<file path="config.mk">
export PLATFORM = sky130hd
export DESIGN_NAME = cplx_pattern_gen
export DESIGN_NICKNAME = d
export VERILOG_FILES = /design/src/hdl/cplx_pkg.sv /design/src/hdl/cplx_pattern_gen.sv /design/src/hdl/lane_mapper.sv /design/src/hdl/victim_decode.sv /design/src/hdl/pattern_rom.sv
export VERILOG_INCLUDE_DIRS = /design/src /design/src/hdl
export SDC_FILE = /design/constraint.sdc
export NUM_CORES = 1
export LEC_CHECK = 0
export ABC_CLOCK_PERIOD_IN_PS = 3950
export CAP_MARGIN = 10
export CORE_ASPECT_RATIO = 0.9
export CORE_MARGIN = 2
export CORE_UTILIZATION = 50
export DETAILED_ROUTE_END_ITERATION = 16
export DONT_BUFFER_PORTS = 1
export MAX_ROUTING_LAYER = met4
export PLACE_DENSITY = 0.66
export SLEW_MARGIN = 15
export SYNTH_ARGS = -nofsm -noshare
export SYNTH_HDL_FRONTEND = slang
export SYNTH_MEMORY_MAX_BITS = 65536
export SYNTH_SLANG_ARGS = --single-unit
</file>
<file path="constraint.sdc">
create_clock -name clk_i -period 3.95 [get_ports clk_i]
set_clock_uncertainty 0.15 [all_clocks]
set_input_delay 0.79 -clock clk_i [delete_from_list [all_inputs] [get_ports clk_i]]
set_output_delay 0.79 -clock clk_i [all_outputs]
set_load 0.03 [all_outputs]
</file>
<file path="src/hdl/cplx_defines.svh">
//**********************************************************
// complex pattern generator constants
// bus widths, pattern rom geometry and region bounds
//**********************************************************
`ifndef CPLX_DEFINES_SVH
`define CPLX_DEFINES_SVH

// data bus geometry
`define CPLX_DBYTES          4                    // data bytes
`define CPLX_DQ_WIDTH        (`CPLX_DBYTES * 8)   // dq lanes
`define CPLX_BL              8                    // burst of 8

// pattern rom
`define CPLX_ADDR_W          8
`define CPLX_ROM_DEPTH       256
`define CPLX_BYTE_CNT_W      5                    // byte select width

// region start addresses, vcco match region starts at 0
`define CPLX_VCCO_INV_BASE   8'd21
`define CPLX_VCCAUX_BASE     8'd42
`define CPLX_ISI_BASE        8'd127
`define CPLX_SPARE_BASE      8'd157

`define CPLX_SPARE_WORD      16'h0101             // aggr 01, victim 01

`endif
</file>
<file path="src/hdl/cplx_pkg.sv">
//**********************************************************
// complex pattern generator types
// rom word, victim select and rom region
//**********************************************************
`include "cplx_defines.svh"

package cplx_pkg;

    // one rom entry, aggressor in the upper byte
    typedef struct packed {
        logic [7:0] aggr;      // pattern on every other lane
        logic [7:0] victim;    // pattern on the victim lane
    } pattern_word_t;

    // registered victim position
    typedef struct packed {
        logic [`CPLX_DQ_WIDTH-1:0] lane_sel;  // one-hot over all dq lanes
        logic [7:0]                bit_sel;   // one-hot within a byte
    } victim_sel_t;

    //**********************************************************
    // rom regions, in address order
    //**********************************************************
    typedef enum logic [2:0] {
        REGION_VCCO_MATCH = 3'd0,   // vcco noise, victim = aggressor
        REGION_VCCO_INV   = 3'd1,   // vcco noise, victim inverted
        REGION_VCCAUX     = 3'd2,   // vccaux noise, isi victim
        REGION_ISI        = 3'd3,   // back-to-back isi
        REGION_SPARE      = 3'd4    // unused entries
    } region_e;

endpackage

</file>
<file path="src/hdl/cplx_pattern_gen.sv">
//**********************************************************
// complex data pattern generator top
// pattern rom and victim decode feeding the lane mapper
//**********************************************************
`include "cplx_defines.svh"

module cplx_pattern_gen #(
    parameter bit VCCO_PAT_EN   = 1'b1,
    parameter bit VCCAUX_PAT_EN = 1'b1,
    parameter bit ISI_PAT_EN    = 1'b1
) (
    input  logic                                clk_i,
    input  logic                                rst_i,
    input  logic                                restart_i,
    input  logic                                inc_i,
    input  logic [2:0]                          victim_sel_i,
    input  logic [`CPLX_BYTE_CNT_W-1:0]         byte_cnt_i,
    output logic [`CPLX_DQ_WIDTH*`CPLX_BL-1:0]  cplx_data_o,
    output logic [8*`CPLX_BL-1:0]               cplx_byte_o,
    output logic [`CPLX_ADDR_W-1:0]             rd_addr_o
);

    cplx_pkg::pattern_word_t word;   // masked entry at rd_addr_o
    cplx_pkg::victim_sel_t   vsel;

    pattern_rom #(
        .VCCO_PAT_EN   (VCCO_PAT_EN),
        .VCCAUX_PAT_EN (VCCAUX_PAT_EN),
        .ISI_PAT_EN    (ISI_PAT_EN)
    ) pattern_rom_inst (
        .clk_i     (clk_i),
        .rst_i     (rst_i),
        .restart_i (restart_i),
        .inc_i     (inc_i),
        .rd_addr_o (rd_addr_o),
        .word_o    (word)
    );

    victim_decode victim_decode_inst (
        .clk_i        (clk_i),
        .rst_i        (rst_i),
        .victim_sel_i (victim_sel_i),
        .byte_cnt_i   (byte_cnt_i),
        .vsel_o       (vsel)
    );

    lane_mapper lane_mapper_inst (
        .word_i      (word),
        .vsel_i      (vsel),
        .cplx_data_o (cplx_data_o),
        .cplx_byte_o (cplx_byte_o)
    );

endmodule

</file>
<file path="src/hdl/lane_mapper.sv">
//**********************************************************
// lane mapper
// spreads the pattern word over all dq lanes as bl8
// and builds the single byte view
//**********************************************************
`include "cplx_defines.svh"

module lane_mapper (
    input  cplx_pkg::pattern_word_t               word_i,
    input  cplx_pkg::victim_sel_t                 vsel_i,
    output logic [`CPLX_DQ_WIDTH*`CPLX_BL-1:0]    cplx_data_o,   // bl8 per lane
    output logic [8*`CPLX_BL-1:0]                 cplx_byte_o    // one byte, 8 lanes
);

    //**********************************************************
    // one lane worth of burst data
    //**********************************************************
    // burst beat k carries pattern bit 7-k, msb goes out first
    function automatic logic [`CPLX_BL-1:0] lane_bits(
        input cplx_pkg::pattern_word_t w,
        input logic                    is_victim
    );
        logic [7:0]          src;
        logic [`CPLX_BL-1:0] bl;
        src = is_victim ? w.victim : w.aggr;
        for (int k = 0; k < `CPLX_BL; k++) begin
            bl[k] = src[7-k];
        end
        return bl;
    endfunction

    // full bus, lane n at n*8
    always_comb begin
        for (int n = 0; n < `CPLX_DQ_WIDTH; n++) begin
            cplx_data_o[n*`CPLX_BL +: `CPLX_BL] = lane_bits(word_i, vsel_i.lane_sel[n]);
        end
    end

    // byte view, victim picked by bit_sel only
    always_comb begin
        for (int i = 0; i < 8; i++) begin
            cplx_byte_o[i*`CPLX_BL +: `CPLX_BL] = lane_bits(word_i, vsel_i.bit_sel[i]);
        end
    end

endmodule

</file>
<file path="src/hdl/victim_decode.sv">
//**********************************************************
// victim decode
// one-hot victim lane and victim bit, registered
//**********************************************************
`include "cplx_defines.svh"

module victim_decode (
    input  logic                        clk_i,
    input  logic                        rst_i,
    input  logic [2:0]                  victim_sel_i,   // bit within the byte
    input  logic [`CPLX_BYTE_CNT_W-1:0] byte_cnt_i,     // byte under test
    output cplx_pkg::victim_sel_t       vsel_o
);

    localparam int IDX_W = `CPLX_BYTE_CNT_W + 3;

    logic [IDX_W-1:0]      lane_idx;
    cplx_pkg::victim_sel_t vsel_d;
    cplx_pkg::victim_sel_t vsel_q;

    assign lane_idx = {byte_cnt_i, victim_sel_i};   // byte_cnt * 8 + victim_sel

    // byte selects past the last byte leave every lane aggressor
    always_comb begin
        vsel_d = '0;
        for (int n = 0; n < `CPLX_DQ_WIDTH; n++) begin
            vsel_d.lane_sel[n] = (lane_idx == IDX_W'(n));
        end
        for (int b = 0; b < 8; b++) begin
            vsel_d.bit_sel[b] = (victim_sel_i == 3'(b));
        end
    end

    always_ff @(posedge clk_i) begin
        if (rst_i) begin
            vsel_q <= '0;          // no victim after reset
        end else begin
            vsel_q <= vsel_d;
        end
    end

    assign vsel_o = vsel_q;

endmodule

</file>
<file path="src/hdl/pattern_rom.sv">
//**********************************************************
// complex pattern rom
// read address counter, 256 entry pattern table and
// per region enable masking of the registered word
//**********************************************************
`include "cplx_defines.svh"

module pattern_rom #(
    parameter bit VCCO_PAT_EN   = 1'b1,
    parameter bit VCCAUX_PAT_EN = 1'b1,
    parameter bit ISI_PAT_EN    = 1'b1    // also covers spare region
) (
    input  logic                      clk_i,
    input  logic                      rst_i,
    input  logic                      restart_i,   // back to address 0
    input  logic                      inc_i,       // step one entry
    output logic [`CPLX_ADDR_W-1:0]   rd_addr_o,
    output cplx_pkg::pattern_word_t   word_o
);

    localparam logic [`CPLX_ADDR_W-1:0] ADDR_MAX = `CPLX_ADDR_W'(`CPLX_ROM_DEPTH - 1);

    logic [`CPLX_ADDR_W-1:0] cnt_q, cnt_d;   // rom read address
    logic [`CPLX_ADDR_W-1:0] rd_addr_q;      // address of word_q
    logic [4:0]              vcco_idx;       // offset within a vcco region
    logic [7:0]              vcco_aggr;
    cplx_pkg::region_e       region;
    logic                    region_en;
    cplx_pkg::pattern_word_t ext_word;       // entries from vccaux upward
    cplx_pkg::pattern_word_t rom_word;
    cplx_pkg::pattern_word_t word_q;

    //**********************************************************
    // address counter
    //**********************************************************
    always_comb begin
        cnt_d = cnt_q;
        if (restart_i) begin
            cnt_d = '0;                          // restart beats increment
        end else if (inc_i) begin
            cnt_d = (cnt_q == ADDR_MAX) ? '0 : cnt_q + 1'b1;
        end
    end

    always_ff @(posedge clk_i) begin
        if (rst_i) begin
            cnt_q <= '0;
        end else begin
            cnt_q <= cnt_d;
        end
    end

    // region of the current counter address
    always_comb begin
        if (cnt_q < `CPLX_VCCO_INV_BASE)    region = cplx_pkg::REGION_VCCO_MATCH;
        else if (cnt_q < `CPLX_VCCAUX_BASE) region = cplx_pkg::REGION_VCCO_INV;
        else if (cnt_q < `CPLX_ISI_BASE)    region = cplx_pkg::REGION_VCCAUX;
        else if (cnt_q < `CPLX_SPARE_BASE)  region = cplx_pkg::REGION_ISI;
        else                                region = cplx_pkg::REGION_SPARE;
    end

    // each region follows only its own enable
    always_comb begin
        case (region)
            cplx_pkg::REGION_VCCO_MATCH,
            cplx_pkg::REGION_VCCO_INV:   region_en = VCCO_PAT_EN;
            cplx_pkg::REGION_VCCAUX:     region_en = VCCAUX_PAT_EN;
            cplx_pkg::REGION_ISI,
            cplx_pkg::REGION_SPARE:      region_en = ISI_PAT_EN;
            default:                     region_en = 1'b0;
        endcase
    end

    //**********************************************************
    // vcco aggressor table, shared by both vcco regions
    //**********************************************************
    assign vcco_idx = (cnt_q < `CPLX_VCCO_INV_BASE) ? cnt_q[4:0]
                                                    : 5'(cnt_q - `CPLX_VCCO_INV_BASE);

    always_comb begin
        case (vcco_idx)
            5'd0    : vcco_aggr = 8'hAA;   // 1 read
            5'd1    : vcco_aggr = 8'hCC;   // 2 reads
            5'd2    : vcco_aggr = 8'hCC;
            5'd3    : vcco_aggr = 8'hE3;   // 3 reads
            5'd4    : vcco_aggr = 8'h8E;
            5'd5    : vcco_aggr = 8'h38;
            5'd6    : vcco_aggr = 8'hF0;   // 4 reads
            5'd7    : vcco_aggr = 8'hF0;
            5'd8    : vcco_aggr = 8'hF0;
            5'd9    : vcco_aggr = 8'hF0;
            5'd10   : vcco_aggr = 8'hF8;   // 5 reads
            5'd11   : vcco_aggr = 8'h3E;
            5'd12   : vcco_aggr = 8'h0F;
            5'd13   : vcco_aggr = 8'h83;
            5'd14   : vcco_aggr = 8'hE0;
            5'd15   : vcco_aggr = 8'hFC;   // 6 reads
            5'd16   : vcco_aggr = 8'h0F;
            5'd17   : vcco_aggr = 8'hC0;
            5'd18   : vcco_aggr = 8'hFC;
            5'd19   : vcco_aggr = 8'h0F;
            5'd20   : vcco_aggr = 8'hC0;
            default : vcco_aggr = 8'h00;   // outside both vcco regions
        endcase
    end

    //**********************************************************
    // vccaux, isi and spare entries as {aggr, victim}
    //**********************************************************
    always_comb begin
        case (cnt_q)
            8'd42   : ext_word = 16'hB457;   // vccaux 3 reads
            8'd43   : ext_word = 16'hB46F;
            8'd44   : ext_word = 16'hB4C0;
            8'd45   : ext_word = 16'hA284;   // 4 reads
            8'd46   : ext_word = 16'h8A31;
            8'd47   : ext_word = 16'h2847;
            8'd48   : ext_word = 16'hA225;
            8'd49   : ext_word = 16'hAF9A;   // 5 reads
            8'd50   : ext_word = 16'h507A;
            8'd51   : ext_word = 16'hAF95;
            8'd52   : ext_word = 16'h50DB;
            8'd53   : ext_word = 16'hAFF0;
            8'd54   : ext_word = 16'hA821;   // 7 reads
            8'd55   : ext_word = 16'h2A8A;
            8'd56   : ext_word = 16'h0A25;
            8'd57   : ext_word = 16'h829A;
            8'd58   : ext_word = 16'hA07A;
            8'd59   : ext_word = 16'hA8BF;
            8'd60   : ext_word = 16'h2A57;
            8'd61   : ext_word = 16'hAB6F;   // 8 reads
            8'd62   : ext_word = 16'hF5C0;
            8'd63   : ext_word = 16'h4084;
            8'd64   : ext_word = 16'hAB31;
            8'd65   : ext_word = 16'hF547;
            8'd66   : ext_word = 16'h4025;
            8'd67   : ext_word = 16'hAB9A;
            8'd68   : ext_word = 16'hF57A;
            8'd69   : ext_word = 16'hAA95;   // 9 reads
            8'd70   : ext_word = 16'h02DB;
            8'd71   : ext_word = 16'hA8F0;
            8'd72   : ext_word = 16'h0A21;
            8'd73   : ext_word = 16'hA08A;
            8'd74   : ext_word = 16'h2A25;
            8'd75   : ext_word = 16'h809A;
            8'd76   : ext_word = 16'hAA7A;
            8'd77   : ext_word = 16'h02BF;
            8'd78   : ext_word = 16'hAA57;   // 10 reads
            8'd79   : ext_word = 16'hFF6F;
            8'd80   : ext_word = 16'h55C0;
            8'd81   : ext_word = 16'h0084;
            8'd82   : ext_word = 16'hAA31;
            8'd83   : ext_word = 16'hFF47;
            8'd84   : ext_word = 16'h5525;
            8'd85   : ext_word = 16'h009A;
            8'd86   : ext_word = 16'hAA7A;
            8'd87   : ext_word = 16'hFF95;
            8'd88   : ext_word = 16'hAADB;   // 12 reads
            8'd89   : ext_word = 16'h80F0;
            8'd90   : ext_word = 16'h2A21;
            8'd91   : ext_word = 16'hA08A;
            8'd92   : ext_word = 16'h0A25;
            8'd93   : ext_word = 16'hA89A;
            8'd94   : ext_word = 16'h027A;
            8'd95   : ext_word = 16'hAABF;
            8'd96   : ext_word = 16'h0057;
            8'd97   : ext_word = 16'hAA6F;
            8'd98   : ext_word = 16'h80C0;
            8'd99   : ext_word = 16'h2A84;
            8'd100  : ext_word = 16'hAA31;   // 13 reads
            8'd101  : ext_word = 16'hBF47;
            8'd102  : ext_word = 16'hF525;
            8'd103  : ext_word = 16'h549A;
            8'd104  : ext_word = 16'h007A;
            8'd105  : ext_word = 16'hAA95;
            8'd106  : ext_word = 16'hBFDB;
            8'd107  : ext_word = 16'hF5F0;
            8'd108  : ext_word = 16'h5421;
            8'd109  : ext_word = 16'h008A;
            8'd110  : ext_word = 16'hAA25;
            8'd111  : ext_word = 16'hBF9A;
            8'd112  : ext_word = 16'hF57A;
            8'd113  : ext_word = 16'hAABF;   // 14 reads
            8'd114  : ext_word = 16'hA057;
            8'd115  : ext_word = 16'h026F;
            8'd116  : ext_word = 16'hAAC0;
            8'd117  : ext_word = 16'h8084;
            8'd118  : ext_word = 16'h0A31;
            8'd119  : ext_word = 16'hAA47;
            8'd120  : ext_word = 16'h0025;
            8'd121  : ext_word = 16'h2A9A;
            8'd122  : ext_word = 16'hA87A;
            8'd123  : ext_word = 16'h0095;
            8'd124  : ext_word = 16'hAADB;
            8'd125  : ext_word = 16'hA0F0;
            8'd126  : ext_word = 16'h0221;
            8'd127  : ext_word = 16'h5757;   // isi, back-to-back reads
            8'd128  : ext_word = 16'h6F6F;
            8'd129  : ext_word = 16'hC0C0;
            8'd130  : ext_word = 16'h8684;
            8'd131  : ext_word = 16'h2831;
            8'd132  : ext_word = 16'hE447;
            8'd133  : ext_word = 16'hB325;
            8'd134  : ext_word = 16'h4F9B;
            8'd135  : ext_word = 16'hB555;
            8'd136  : ext_word = 16'hB555;
            8'd137  : ext_word = 16'h8798;
            8'd138  : ext_word = 16'hE31C;
            8'd139  : ext_word = 16'h0AF5;
            8'd140  : ext_word = 16'hD42B;
            8'd141  : ext_word = 16'h48B7;
            8'd142  : ext_word = 16'h1FE0;
            8'd143  : ext_word = 16'hBC43;
            8'd144  : ext_word = 16'h8F14;
            8'd145  : ext_word = 16'hB44B;
            8'd146  : ext_word = 16'hCB34;
            8'd147  : ext_word = 16'h0AF5;
            8'd148  : ext_word = 16'h8000;
            8'd149  : ext_word = 16'h0000;   // extra isi entries
            8'd150  : ext_word = 16'h5555;
            8'd151  : ext_word = 16'h5555;
            8'd152  : ext_word = 16'h0000;
            8'd153  : ext_word = 16'h0000;
            8'd154  : ext_word = 16'h552A;
            8'd155  : ext_word = 16'h55AA;
            8'd156  : ext_word = 16'h0080;
            default : ext_word = `CPLX_SPARE_WORD;   // spare 157..255
        endcase
    end

    // vcco victim is the aggressor itself or its inverse
    always_comb begin
        case (region)
            cplx_pkg::REGION_VCCO_MATCH: rom_word = {vcco_aggr, vcco_aggr};
            cplx_pkg::REGION_VCCO_INV:   rom_word = {vcco_aggr, ~vcco_aggr};
            default:                     rom_word = ext_word;
        endcase
    end

    //**********************************************************
    // output stage, word and address move together
    //**********************************************************
    always_ff @(posedge clk_i) begin
        rd_addr_q <= cnt_q;
        word_q    <= region_en ? rom_word : '0;   // masked region reads zero
    end

    assign rd_addr_o = rd_addr_q;
    assign word_o    = word_q;

endmodule

</file>
# Word level (Yosys, flattened, before mapping)
# Memory sizes are Yosys's and may differ from the RTL's. A register that Yosys moved wholly into a read port is not among the register bits.
# Index checks and enable logic that the tools add are counted.
op_classes:
  addsub: 2
  order_cmp: 4
  eq_ne: 43
  mux: 50
  bitwise: 1
  reduce_logical: 5
op_table:
  columns: ["op", "n"]
  rows:
  - ["$mux W8", 43]
  - ["$eq A8 B5 Y1 const B", 16]
  - ["$eq A8 B4 Y1 const B", 8]
  - ["$eq A8 B3 Y1 const B", 4]
  - ["$pmux W16 S2", 1]
  - ["$eq A8 B2 Y1 const B", 2]
  - ["$eq A3 B3 Y1 const B", 5]
  - ["$eq A3 B2 Y1 const B", 4]
  - ["$mux W3", 4]
  - ["$add A8 B1 Y8 const B", 1]
  - ["$eq A8 B1 Y1 const B", 1]
  - ["$eq A8 B8 Y1 const B", 1]
  - ["$logic_not A8 Y1", 1]
  - ["$lt A8 B5 Y1 const B", 1]
  - ["$lt A8 B6 Y1 const B", 1]
  - ["$lt A8 B7 Y1 const B", 1]
  - ["$lt A8 B8 Y1 const B", 1]
  - ["$not A8 Y8", 1]
  - ["$eq A3 B1 Y1 const B", 2]
  - ["$logic_not A3 Y1", 2]
  - ["$mux W5", 1]
  - ["$reduce_or A5 Y1", 1]
  - ["$sub A5 B5 Y5 const B", 1]
  - ["$reduce_or A2 Y1", 1]
  - ["$mux W1", 1]
totals:
  reg_bits: 72
  romBits: 4352
  input_bits: 12
  out_inout_bits: 328
  wordCells: 113
  memories: 2
mem_list:
  columns: ["memory", "depth", "width", "read_ports", "rd_clocked_by_memory_dff", "write_ports", "line", "source"]
  rows:
  - ["(name not given)", 256, 16, 1, 1, 0, "pattern_rom.sv:111", "case (cnt_q)"]
  - ["(name not given)", 32, 8, 1, 0, 0, "pattern_rom.sv:81", "case (vcco_idx)"]

# Logic depth before layout (Yosys ltp)
# Gate-level depths: netlist of run 1.
logic_depth:
  depth_word: 8
  ltp_mapped: 16
  ltp_nobuf: 13

# Hierarchy
# From an unflattened synthesis of run 1, not the netlist that was laid out.
hier_totals:
  hier_cells: 1258
  hier_area_um2: 11020.6
by_module_without_submodules:
  columns: ["mod", "n_inst", "cells_each", "area_per_inst_um2", "seq_area_each_um2"]
  rows:
  - ["pattern_rom", 1, 729, 5352.6, 960.9]
  - ["lane_mapper", 1, 424, 4374.2, 0.0]
  - ["victim_decode", 1, 105, 1293.7, 800.8]

# Worst setup path before layout of run 1
# No wires, ideal clock.
synth_path:
  path_kind: "input to register"
  start: "input port inc_i"
  end: "register pattern_rom_inst.ext_word[1] (netlist name)"
  setup_ps: 124
  arrival_time_ps: 3272
  required_ps: 3676
  slack_ps: 403
  path_stages: 11
  n_path_buf: 2
  path_cell_list: "buf_4 mux2_2 nand2_2 clkinv_1 ha_1 clkbuf_1 a21oi_1 o21ai_1 a31oi_1 o211ai_1 a2111o_1"
synth_between:
  elab_chain_cells: 2
synth_rtl:
  columns: ["item", "line", "source"]
  rows:
  - ["start, declared", "cplx_pattern_gen.sv:15", "input logic inc_i,"]
  - ["$mux W8 (no line) (2 in series)", null, null]
# Every way passes these cells.
# A chain may end at the register's enable or synchronous reset.

# Final worst setup path of run 1
layout_path:
  start: "register pattern_rom_inst.cnt_q[1]"
  end: "register pattern_rom_inst.ext_word[13] (netlist name)"
layout_between:
  elab_chain_cells: 4
  elab_cells_between_ends: 5
  cone_classes: "add/sub: 1; eq/ne: 1; mux: 3"
layout_rtl:
  columns: ["item", "line", "source"]
  rows:
  - ["start, declared", "pattern_rom.sv:23", "logic [`CPLX_ADDR_W-1:0] cnt_q, cnt_d;"]
  - ["start signal, assigned", "pattern_rom.sv:49", "cnt_q <= cnt_d;"]
  - ["$add A8 B1 Y8 / $eq A8 B8 Y1 (equally long branches)", "pattern_rom.sv:41", "cnt_d = (cnt_q == ADDR_MAX) ? '0 : cnt_q + 1'b1;"]
  - ["$mux W8", "pattern_rom.sv:41", null]
  - ["$mux W8 (no line) (*) (2 in series)", null, null]
# Every way passes the cells marked *; elsewhere a longest branch is shown, timed or not.

==> summary.txt, run 1 <==
Critical path
  – Startpoint-to-endpoint class of the critical path: reg2reg
  – Highest net fanout along the worst path: 12
  – Data required, critical path: 4.07 ns
  – RR Startpoint: pattern_rom_inst.cnt_q[1]
  – Flop2flop setup slack: 0.17 ns
  – Endpoint of the most critical register-to-register path: pattern_rom_inst.ext_word[13]
  – Critical Path End Type: flop
  – Crit path arrival time: 3.90 ns
  – CP startpoint kind: flop
  – Worst Reg2Reg Path Length in Cells: 11

STA
  – Relative max-transition margin: 0.240
  – Final hold slack: 0.293 ns
  – Max-slew violation count: 0
  – Number of endpoints with negative hold slack in the final report: 0
  – Period Utilization, post-route: 0.958
  – Setup Total Neg Slack: 0 ns
  – Final critical delay including setup and external delays: 3.78 ns
  – Number of setup violations in the final report: 0
  – Setup repair after global routing missed its margin: no
  – Transition time of the tightest slew-check pin: 1.13 ns
  – Fin worst setup slack: 0.167 ns
  – FMAX: 264 MHz

CTS
  – Number of buffers between clock root and the deepest sink: 2
  – Number of instances resized during post-cts repair: 0
  – Cell chosen for the clock root: sky130_fd_sc_hd__clkbuf_16
  – CTS Hold Buffers Added: 0
  – Latest clock arrival within the worst-skew pair: 0.34 ns
  – Post-CTS setup repair buffer count: 0
  – Clock buffer count from CTS: 9
  – Number of clock sinks seen by CTS: 88
  – TritonCTS clock tree: built
  – Clock slew at reported path FFs: 0.06 ns
  – Number of levels the H-tree was split into: 3

Placement
  – Total placed cells including tap cells: 1417
  – Post-DP HPWL: 33200 um
  – Instance area after placement: 0.0105 mm^2
  – Placement Setup Slack: 0.272 ns
  – Number of input and output port buffers inserted: 0
  – Routability Congestion: 1.14

Floorplan
  – Row cnt: 49
  – Starting density of the core: 0.514
  – Die Wd: 156 um
  – Die Area: 0.0218 mm^2
  – Area of the core region: 0.0201 mm^2
  – DIE HEIGHT: 140 um
  – Count of pins on the block boundary: 340

Synthesis
  – Post-synthesis async set-or-reset flop share: 0
  – Area share of the leading cell type in the synthesized netlist: 0.354
  – Number of synthesis warnings: 0
  – Portion of the post-synthesis area used by sequential elements: 0.170
  – Primary FF master, synth: sky130_fd_sc_hd__dfxtp_1
  – Post-Synthesis Net Count: 1298
  – Most common cell in the netlist: sky130_fd_sc_hd__mux2_2
  – Total standard cell area after synthesis: 0.0103 mm^2
  – Distinct cells, synth: 91
  – Leading cell types by count after synthesis: 325 x sky130_fd_sc_hd__mux2_2, 136 x sky130_fd_sc_hd__clkbuf_1, 88 x sky130_fd_sc_hd__dfxtp_1, 82 x sky130_fd_sc_hd__nor2_1, 80 x sky130_fd_sc_hd__nand2_1
  – Average size of a mapped cell: 8.17 um^2
  – Largest area contributor in the synthesized netlist: sky130_fd_sc_hd__mux2_2
  – Largest cells by area after synthesis: sky130_fd_sc_hd__mux2_2 35%, sky130_fd_sc_hd__dfxtp_1 17%, sky130_fd_sc_hd__clkbuf_1 4.9%, sky130_fd_sc_hd__a21oi_1 3.3%, sky130_fd_sc_hd__nor2_1 3.0%
  – Cells after synthesis: 1265
  – Number of synthesized flops with an enable pin: 0
  – Number of flip-flops and latches in the synthesized netlist: 88

Global routing
  – Via count of the first global-routing pass: 9532
  – Maximum number of pins on one net before global-route repair: 52
  – Global-route wire length before repair: 65400 um
  – Total overflow reported by the global router: 0
  – Gr usage total: 0.406
  – Number of antenna violations at the first check in global routing: 1

Drt
  – Number of remaining DRC errors: 0
  – Routed via count: 10516
  – Detail-routed net length per standard cell: 31.8 um
  – Post-detailed-routing wire length: 45600 um
  – Number of routed nets with antenna violations: 0
  – First DRT Iteration DRCs: 1321
  – Vias/cell: 7.34
  – DR pass1 iterations: 8

Cells and area
  – Post-layout net count: 1206
  – Finished Cell Area: 0.0108 mm^2
  – Final Instance Count excl. Fillers: 1432
  – Antenna diode instance count: 0
  – Signed area change from the synthesized netlist to the final layout: 4.83%
  – Ratio of cells with drive above 1 in the final layout: 0.384
  – Fin util: 0.539

Hold path
  – Endpoint of the worst hold path: pattern_rom_inst.word_o[12]
  – Hold Path Stages: 2
  – Worst hold-check path type: reg2reg
  – Launch instance of the worst min-delay path: pattern_rom_inst.ext_word[12]

Power
  – LEAKAGE: 3.83 nW
  – PD cells: 224 mW/mm^2
  – VDD IR-drop max: 174 uV
  – Total design power: 2.43 mW

Run
  – Number of max-capacitance violations reported: 0

Run status
  – Status: finished, final reports clean
-- cell usage in the layout, fill, tap and decap left out, drive strengths merged, types with 10 or more instances in the layout --
| master | instances |
|---|---|
| nor3 | 26 |
| or3 | 10 |
| ha | 21 |
| inv | 22 |
| o21ai | 67 |
| nand2 | 82 |
| a221oi | 11 |
| mux2 | 325 |
| nor2 | 84 |
| nand4 | 10 |
| mux2i | 13 |
| o221ai | 14 |
| o211ai | 21 |
| buf | 84 |
| dfxtp | 88 |
| nand3 | 42 |
| a31oi | 22 |
| a21oi | 69 |
-- worst max-delay path by stage --
stage,from,end,slack [ns]
2_1_floorplan,inc_i,pattern_rom_inst.ext_word[1],0.40
3_3_place_gp,pattern_rom_inst.cnt_q[1],pattern_rom_inst.ext_word[13],0.43
3_5_place_dp,pattern_rom_inst.cnt_q[0],pattern_rom_inst.ext_word[1],0.27
4_1_cts,pattern_rom_inst.cnt_q[0],pattern_rom_inst.ext_word[1],0.29
5_1_grt,pattern_rom_inst.cnt_q[0],pattern_rom_inst.ext_word[15],0.02
6_report,pattern_rom_inst.cnt_q[1],pattern_rom_inst.ext_word[13],0.17
-- cell families (layout without fill, tap and decap cells) --
kind of cell,Yosys count,count (layout),share of synthesized area
compound gates,307,307,0.205
xor+xnor,6,6,0.00835
fa+ha+maj,21,21,0.0254
buf+inv,208,120,0.0832
flops,88,88,0.170
mux,338,338,0.368
simple gates,297,297,0.140
-- state kept, by name, summed over array words and instances (netlist names) --
| signal | cells |
|---|---|
| victim_decode_inst.vsel_o | 40 |
| pattern_rom_inst.word_o | 16 |
| pattern_rom_inst.rd_addr_o | 8 |
| pattern_rom_inst.ext_word | 16 |
| pattern_rom_inst.cnt_q | 8 |
-- per-layer routing --
layer | global-route usage | part of all wire | vias up
li1 | - | - | 4486
met1 | 0.528 | 0.40 | 5000
met2 | 0.584 | 0.43 | 854
met3 | 0.119 | 0.12 | 176
met4 | 0.169 | 0.046 | 0
met5 | - | 0 | -
-- worst max-delay path: stages (launching register included) --
cell                      delay [ns]
sky130_fd_sc_hd__dfxtp_1        0.32
sky130_fd_sc_hd__buf_4          0.18
sky130_fd_sc_hd__ha_1           0.20
sky130_fd_sc_hd__buf_4          0.18
sky130_fd_sc_hd__and4_1         0.27
sky130_fd_sc_hd__xnor2_1        0.90
sky130_fd_sc_hd__and3_1         0.67
sky130_fd_sc_hd__buf_4          0.24
sky130_fd_sc_hd__nand2_1        0.05
sky130_fd_sc_hd__a21oi_1        0.17
sky130_fd_sc_hd__o21ai_0        0.18
sky130_fd_sc_hd__nand3_1        0.19
-- power breakdown --
part | internal (mW) | total [mW] | switching [mW]
Sequential | 0.897 | 0.936 | 0.0391
Clock | 0.490 | 0.857 | 0.367
Combinational | 0.164 | 0.635 | 0.471
-- final cells by class --
cell class | instances | area [um^2]
clock inverter | 6 | 67.6
multi-input combinational | 969 | 7720
sequential | 88 | 1760
fill | 1939 | 9270
timing repair buffer | 84 | 668
clock buffer | 9 | 225
tap | 255 | 319
inverter | 21 | 78.8
No activity file was read; power rests on OpenSTA's default activity.
==> inputs of run 2 (changes only) <==
--- a/config.mk
+++ b/config.mk
@@ -8,7 +8,7 @@
 export LEC_CHECK = 0
 export ABC_CLOCK_PERIOD_IN_PS = 3950
 export CAP_MARGIN = 10
-export CORE_ASPECT_RATIO = 0.9
+export CORE_ASPECT_RATIO = 1.25
 export CORE_MARGIN = 2
 export CORE_UTILIZATION = 50
 export DETAILED_ROUTE_END_ITERATION = 16
==> run 2 against run 1 <==
Net effect:
- via count increased by 0.95%
- final cell count rose by 1.3%
- register-to-register slack lost 0.16 ns
- sequential share of layout area down 0.054 points
==> summary.txt, run 2 (synthesis results as in run 1) <==
Run status
  – Status: finished, final reports clean

Cells and area
  – Most frequent standard cell in the layout excluding fill and tap cells: sky130_fd_sc_hd__mux2_2
  – Ratio of cells with drive above 1 in the final layout: 0.386 (+0.00241)
  – Post-layout net count: 1208 (+0.17%)
  – Number of flip-flops in the largest register: 40 (unchanged)
  – Antenna diode instance count: 0 (unchanged)
  – Layout fillers: 1977 (+2.0%)
  – Commonest cells after routing, fill and taps aside: 325 x sky130_fd_sc_hd__mux2_2, 88 x sky130_fd_sc_hd__dfxtp_1, 83 x sky130_fd_sc_hd__buf_4, 81 x sky130_fd_sc_hd__nor2_1, 80 x sky130_fd_sc_hd__nand2_1
  – Signed area change from the synthesized netlist to the final layout: 5.18%
  – Finished Cell Area: 0.0109 mm^2 (+0.33%)

Critical path
  – Data required, critical path: 4.10 ns (+0.03 ns)
  – Crit-path max cell delay: 0.65 ns (-0.25 ns)
  – Worst path cell trace: inv_1, ha_1, mux2_2, nand2_2, ha_1, nand2_1, o21ai_0, o21ai_1, a211oi_1, a2111o_1
  – CP startpoint kind: flop
  – Cell with the most instances on the worst path: sky130_fd_sc_hd__ha_1
  – Highest net fanout along the worst path: 11 (-1)
  – Slowest stage cell on the critical path: sky130_fd_sc_hd__ha_1
  – Crit path arrival time: 4.09 ns (+0.19 ns)
  – Buffers & Inverters on Critical Path: 1 (-2)
  – Worst Reg2Reg Path Length in Cells: 10 (-1)
  – Critical path's top delay family: compound AO/OA/AOI/OAI gates
  – Startpoint-to-endpoint class of the critical path: reg2reg
  – Flop2flop setup slack: 0.007 ns (-0.16 ns)
  – Critical Path End Type: flop
  – Endpoint of the most critical register-to-register path: pattern_rom_inst.ext_word[1]
  – RR Startpoint: pattern_rom_inst.cnt_q[1]

CTS
  – Post-CTS setup repair buffer count: 0 (unchanged)
  – Clock slew at reported path FFs: 0.07 ns (about the same)
  – Latest clock arrival within the worst-skew pair: 0.35 ns (about the same)
  – Number of buffers between clock root and the deepest sink: 2 (unchanged)
  – Number of instances resized during post-cts repair: 0 (unchanged)
  – TritonCTS clock tree: built
  – CTS Hold Buffers Added: 0 (unchanged)
  – Number of levels the H-tree was split into: 3 (unchanged)
  – Cell chosen for the clock root: sky130_fd_sc_hd__clkbuf_16
  – Clock buffer count from CTS: 9 (unchanged)
  – Number of clock sinks seen by CTS: 88 (unchanged)

Global routing
  – Number of antenna violations at the first check in global routing: 0 (-1)
  – Total overflow reported by the global router: 0 (unchanged)
  – Global-route wire length before repair: 67000 um (+2.4%)
  – Maximum number of pins on one net before global-route repair: 41 (-21%)
  – Gr usage total: 0.413 (+0.00720)
  – Via count of the first global-routing pass: 9782 (+2.6%)

STA
  – Transition time of the tightest slew-check pin: 0.971 ns (-0.161 ns)
  – Relative max-transition margin: 0.346 (+0.106)
  – Final critical delay including setup and external delays: 3.94 ns (+0.160 ns)
  – Period Utilization, post-route: 0.998 (+0.0404)
  – Setup repair after global routing missed its margin: no
  – Setup Total Neg Slack: 0 ns (unchanged)
  – FMAX: 254 MHz (-4.0%)
  – Max-slew violation count: 0 (unchanged)
  – Number of endpoints with negative hold slack in the final report: 0 (unchanged)
  – Number of setup violations in the final report: 0 (unchanged)

Drt
  – Routed via count: 10616 (+0.95%)
  – Vias/cell: 7.32 (-0.30%)
  – Number of remaining DRC errors: 0 (unchanged)
  – First DRT Iteration DRCs: 1309 (-0.91%)
  – Number of routed nets with antenna violations: 0 (unchanged)
  – DR pass1 iterations: 9 (+1)
  – Detail-routed net length per standard cell: 32.1 um (+0.96%)
  – Post-detailed-routing wire length: 46600 um (+2.2%)

Hold path
  – Endpoint of the worst hold path: pattern_rom_inst.word_o[10]
  – Worst hold-check path type: reg2reg
  – Launch instance of the worst min-delay path: pattern_rom_inst.ext_word[10]
  – Hold Path Stages: 2 (unchanged)

Floorplan
  – Count of pins on the block boundary: 340 (unchanged)
  – Row cnt: 58 (+18%)
  – Die Wd: 133 um (-15%)
  – Die Area: 0.0218 mm^2 (about the same)
  – Starting density of the core: 0.512 (-0.00166)
  – DIE HEIGHT: 165 um (+17%)
  – Area of the core region: 0.0202 mm^2 (+0.32%)

Run
  – Number of max-capacitance violations reported: 0 (unchanged)

Placement
  – Routability Congestion: 1.10 (-3.4%)
  – Post-DP HPWL: 34600 um (+4.1%)
  – Instance area after placement: 0.0106 mm^2 (+0.32%)
  – Number of input and output port buffers inserted: 0 (unchanged)

Power
  – PD cells: 224 mW/mm^2 (about the same)
  – LEAKAGE: 3.85 nW (+0.46%)
  – VDD IR-drop max: 246 uV (+41%)
  – Total design power: 2.44 mW (+0.28%)
[run 2: worst max-delay path by stage]
stage	start	depth (start not counted)	end	slack [ns]
global route	pattern_rom_inst.cnt_q[1]	12	pattern_rom_inst.word_o[7]	0.03
floorplan	inc_i	11	pattern_rom_inst.ext_word[1]	0.40
detailed placement	pattern_rom_inst.cnt_q[1]	10	pattern_rom_inst.ext_word[1]	0.28
global placement	pattern_rom_inst.cnt_q[1]	10	pattern_rom_inst.ext_word[1]	0.19
finish	pattern_rom_inst.cnt_q[1]	10	pattern_rom_inst.ext_word[1]	0.007
CTS	pattern_rom_inst.cnt_q[1]	12	pattern_rom_inst.word_o[1]	0.27
[run 2: worst reg2reg max path, stage by stage, from the launching register on]
cell                       delay [ns]
sky130_fd_sc_hd__dfxtp_1         0.49
sky130_fd_sc_hd__inv_1           0.10
sky130_fd_sc_hd__ha_1            0.33
sky130_fd_sc_hd__mux2_2          0.38
sky130_fd_sc_hd__nand2_2         0.27
sky130_fd_sc_hd__ha_1            0.65
sky130_fd_sc_hd__nand2_1         0.15
sky130_fd_sc_hd__o21ai_0         0.51
sky130_fd_sc_hd__o21ai_1         0.20
sky130_fd_sc_hd__a211oi_1        0.49
sky130_fd_sc_hd__a2111o_1        0.18
[run 2: metrics by stage]
step	utilization	cells	hold slack, ns	setup WS [ns]
finish	0.539	1450	0.283	0.00712
global route	0.539	1450	0.312	0.0330
CTS	0.539	1450	0.289	0.269
detailed placement	0.524	1434	0.271	0.277
global placement	0.524	1434	0.263	0.186
floorplan	-	1265	0.192	0.403
[run 2: per-layer routing]
metal  global-route usage  vias up  share of wire
met5                    -        -              0
met4                0.242        0          0.067
met3                0.102      224           0.11
met2                0.654      840           0.47
met1                0.476     5063           0.36
li1                     -     4489              -
[run 2: power by group]
part | internal, mW | total, mW | switching [mW]
sequential | 0.896 | 0.928 | 0.0310
clock | 0.446 | 0.866 | 0.419
combinational | 0.165 | 0.642 | 0.477
total | 1.51 | 2.44 | 0.928
[run 2: area by class of cell]
type	instances	area [um^2]	share of cell area
Inverter	21	78.8	0.00725
Clock inverter	7	67.6	0.00621
Sequential cell	88	1760	0.162
Clock buffer	9	225	0.0207
Timing Repair Buffer	86	683	0.0628
Multi-Input combinational cell	969	7720	0.710
Tap cell	270	338	0.0311
==> inputs of run 3 (changes only) <==
--- a/config.mk
+++ b/config.mk
@@ -15,6 +15,7 @@
 export DONT_BUFFER_PORTS = 1
 export MAX_ROUTING_LAYER = met4
 export PLACE_DENSITY = 0.66
+export RECOVER_POWER = 100
 export SLEW_MARGIN = 15
 export SYNTH_ARGS = -nofsm -noshare
 export SYNTH_HDL_FRONTEND = slang
==> run 3 against run 2 <==
Net effect:
- the flow now finishes with violations (max-capacitance violations, max-slew violations)
- fmax increased by 0.32%
- final cell count unchanged
- final area decreased by 0.75%
- routed wire length increased by 0.27%
- die area unchanged
- global-route usage unchanged
- worst hold slack about the same
- non-clock buffer count unchanged
- combinational power decreased by 5.6%
- worst setup slack improved by 0.013 ns
==> summary.txt, run 3 (synthesis results as in run 1) <==
Cells and area
  – Signed area change from the synthesized netlist to the final layout: 4.39%
  – Finished Cell Area: 0.0108 mm^2 (-0.75%)
  – Post-layout net count: 1208 (unchanged)
  – Fin util: 0.535 (-0.00403)
  – Number of flip-flops in the largest register: 40 (unchanged)
  – Ratio of cells with drive above 1 in the final layout: 0.107 (-0.280)
  – Commonest cells after routing, fill and taps aside: 312 x sky130_fd_sc_hd__mux2_1, 88 x sky130_fd_sc_hd__dfxtp_1, 81 x sky130_fd_sc_hd__nor2_1, 80 x sky130_fd_sc_hd__nand2_1, 68 x sky130_fd_sc_hd__a21oi_1
  – Most frequent standard cell in the layout excluding fill and tap cells: sky130_fd_sc_hd__mux2_1
  – Antenna diode instance count: 0 (unchanged)

Drt
  – Number of remaining DRC errors: 0 (unchanged)
  – Vias/cell: 7.37 (+0.60%)
  – Post-detailed-routing wire length: 46700 um (+0.27%)
  – DR pass1 iterations: 6 (-3)
  – First DRT Iteration DRCs: 1241 (-5.2%)
  – Detail-routed net length per standard cell: 32.2 um (+0.27%)
  – Number of routed nets with antenna violations: 0 (unchanged)
  – Routed via count: 10680 (+0.60%)

Global routing
  – Maximum number of pins on one net before global-route repair: 41 (unchanged)
  – Gr usage total: 0.413 (unchanged)
  – Number of antenna violations at the first check in global routing: 0 (unchanged)
  – Via count of the first global-routing pass: 9782 (unchanged)
  – Global-route wire length before repair: 67000 um (unchanged)
  – Total overflow reported by the global router: 0 (unchanged)

Floorplan
  – Row cnt: 58 (unchanged)
  – Die Wd: 133 um (unchanged)
  – Count of pins on the block boundary: 340 (unchanged)
  – DIE HEIGHT: 165 um (unchanged)
  – Starting density of the core: 0.512 (unchanged)
  – Die Area: 0.0218 mm^2 (unchanged)
  – Area of the core region: 0.0202 mm^2 (unchanged)

STA
  – Relative max-transition margin: -0.343 (-0.689)
  – Setup repair after global routing missed its margin: no
  – Transition time of the tightest slew-check pin: 2.01 ns (+1.04 ns)
  – Number of setup violations in the final report: 0 (unchanged)
  – Number of endpoints with negative hold slack in the final report: 0 (unchanged)
  – Final critical delay including setup and external delays: 3.93 ns (-0.0126 ns)
  – Setup Total Neg Slack: 0 ns (unchanged)
  – Period Utilization, post-route: 0.995 (-0.00319)
  – Final hold slack: 0.283 ns (+0.000477 ns)
  – Max-slew violation count: 164 (+164)
  – FMAX: 254 MHz (+0.32%)
  – Fin worst setup slack: 0.0197 ns (+0.0126 ns)

CTS
  – Clock slew at reported path FFs: 0.08 ns (about the same)
  – Cell chosen for the clock root: sky130_fd_sc_hd__clkbuf_16
  – Number of buffers between clock root and the deepest sink: 2 (unchanged)
  – CTS Hold Buffers Added: 0 (unchanged)
  – TritonCTS clock tree: built
  – Number of clock sinks seen by CTS: 88 (unchanged)
  – Post-CTS setup repair buffer count: 0 (unchanged)
  – Clock buffer count from CTS: 9 (unchanged)
  – Latest clock arrival within the worst-skew pair: 0.35 ns (about the same)
  – Number of instances resized during post-cts repair: 0 (unchanged)
  – Number of levels the H-tree was split into: 3 (unchanged)

Critical path
  – Beginning of the critical path: pattern_rom_inst.cnt_q[1]
  – Crit path arrival time: 4.08 ns (about the same)
  – Flop2flop setup slack: 0.02 ns (about the same)
  – Critical Path End Type: flop
  – Critical Path Sink: pattern_rom_inst.ext_word[1]
  – Highest net fanout along the worst path: 11 (unchanged)
  – RR Startpoint: pattern_rom_inst.cnt_q[1]
  – CP startpoint kind: flop
  – Endpoint of the most critical register-to-register path: pattern_rom_inst.ext_word[1]
  – Data required, critical path: 4.10 ns (about the same)
  – Worst Reg2Reg Path Length in Cells: 10 (unchanged)
  – Startpoint-to-endpoint class of the critical path: reg2reg

Run status
  – Violations in the final reports: max-capacitance violations, max-slew violations
  – Status: finished, violations left

Placement
  – Routability Congestion: 1.10 (unchanged)
  – Post-DP HPWL: 34600 um (unchanged)
  – Placement Setup Slack: 0.277 ns (unchanged)
  – Number of input and output port buffers inserted: 0 (unchanged)
  – Instance area after placement: 0.0106 mm^2 (unchanged)

Power
  – LEAKAGE: 3.90 nW (+1.2%)
  – VDD IR-drop max: 246 uV (-0.14%)
  – Power share of the sequential group: 0.386 (+0.005)
  – Cell-internal power: 1.47 mW (-2.3%)
  – Proportion of power drawn by combinational gates: 0.253 (-0.011)
  – Sw Share: 0.386 (+0.00489)
  – Psw: 925 uW (-0.22%)
  – Part of the total power dissipated in the clock network: 0.361 (+0.006)
  – PD cells: 222 mW/mm^2 (-0.75%)

Hold path
  – Worst hold-check path type: reg2reg

Run
  – Number of max-capacitance violations reported: 4 (+4)
## run 3: cell count changes in the layout (fill, tap and decap cells not counted), sizes merged
cell / delta
buf: -18
clkbuf: +18
## run 3: power groups by stage
stage	sequential (mW)	combinational [mW]	clock [mW]
6_report	0.927	0.606	0.866
5_1_grt	0.928	0.624	0.920
4_1_cts	0.926	0.629	0.888
3_5_place_dp	0.947	0.627	0
3_3_place_gp	0.946	0.629	0
2_1_floorplan	0.924	0.539	0
## run 3: cell type report
type	instances	area (um^2)
Clock buffer	9	225
Clock inverter	7	67.6
Fill cell	1994	9380
Inverter	21	78.8
Multi-Input combinational cell	969	7700
Sequential cell	88	1760
Tap cell	270	338
Timing Repair Buffer	86	621
## run 3: metal layers
layer / share of wire / wire, um / global-route usage / up-vias
met1: 0.36 / 17000 / 0.476 / 5126
met3: 0.10 / 4680 / 0.102 / 237
met4: 0.074 / 3480 / 0.242 / 0
li1: - / - / - / 4501
met2: 0.46 / 21500 / 0.654 / 816
met5: 0 / 0 / - / -
## run 3: critical path, cell delays in order (launching register included)
cell and delay, ns:
sky130_fd_sc_hd__dfxtp_1 0.49, sky130_fd_sc_hd__inv_1 0.10, sky130_fd_sc_hd__ha_1 0.33, sky130_fd_sc_hd__mux2_2 0.39, sky130_fd_sc_hd__nand2_2 0.29, sky130_fd_sc_hd__ha_1 0.64, sky130_fd_sc_hd__nand2_1 0.14, sky130_fd_sc_hd__o21ai_0 0.49
sky130_fd_sc_hd__o21ai_1 0.19, sky130_fd_sc_hd__a211oi_1 0.48, sky130_fd_sc_hd__a2111o_1 0.18
## run 3: worst min-delay path by stage
stage / startpoint / to / slack [ns] / depth (start not counted)
after global placement: pattern_rom_inst.ext_word[8] / pattern_rom_inst.word_o[8] / 0.26 / 2
after CTS: pattern_rom_inst.ext_word[10] / pattern_rom_inst.word_o[10] / 0.29 / 2
after detailed placement: pattern_rom_inst.ext_word[10] / pattern_rom_inst.word_o[10] / 0.27 / 2
after global routing: pattern_rom_inst.ext_word[13] / pattern_rom_inst.word_o[13] / 0.31 / 2
after floorplan: pattern_rom_inst.cnt_q[6] / pattern_rom_inst.rd_addr_o[6] / 0.19 / 0
final: pattern_rom_inst.ext_word[10] / pattern_rom_inst.word_o[10] / 0.28 / 2
## run 3: stage by stage
step | cells | total power [mW]
after floorplan | 1265 | 1.46
after global placement | 1434 | 1.58
after detailed placement | 1434 | 1.57
after CTS | 1450 | 2.44
after global routing | 1450 | 2.47
final | 1450 | 2.40
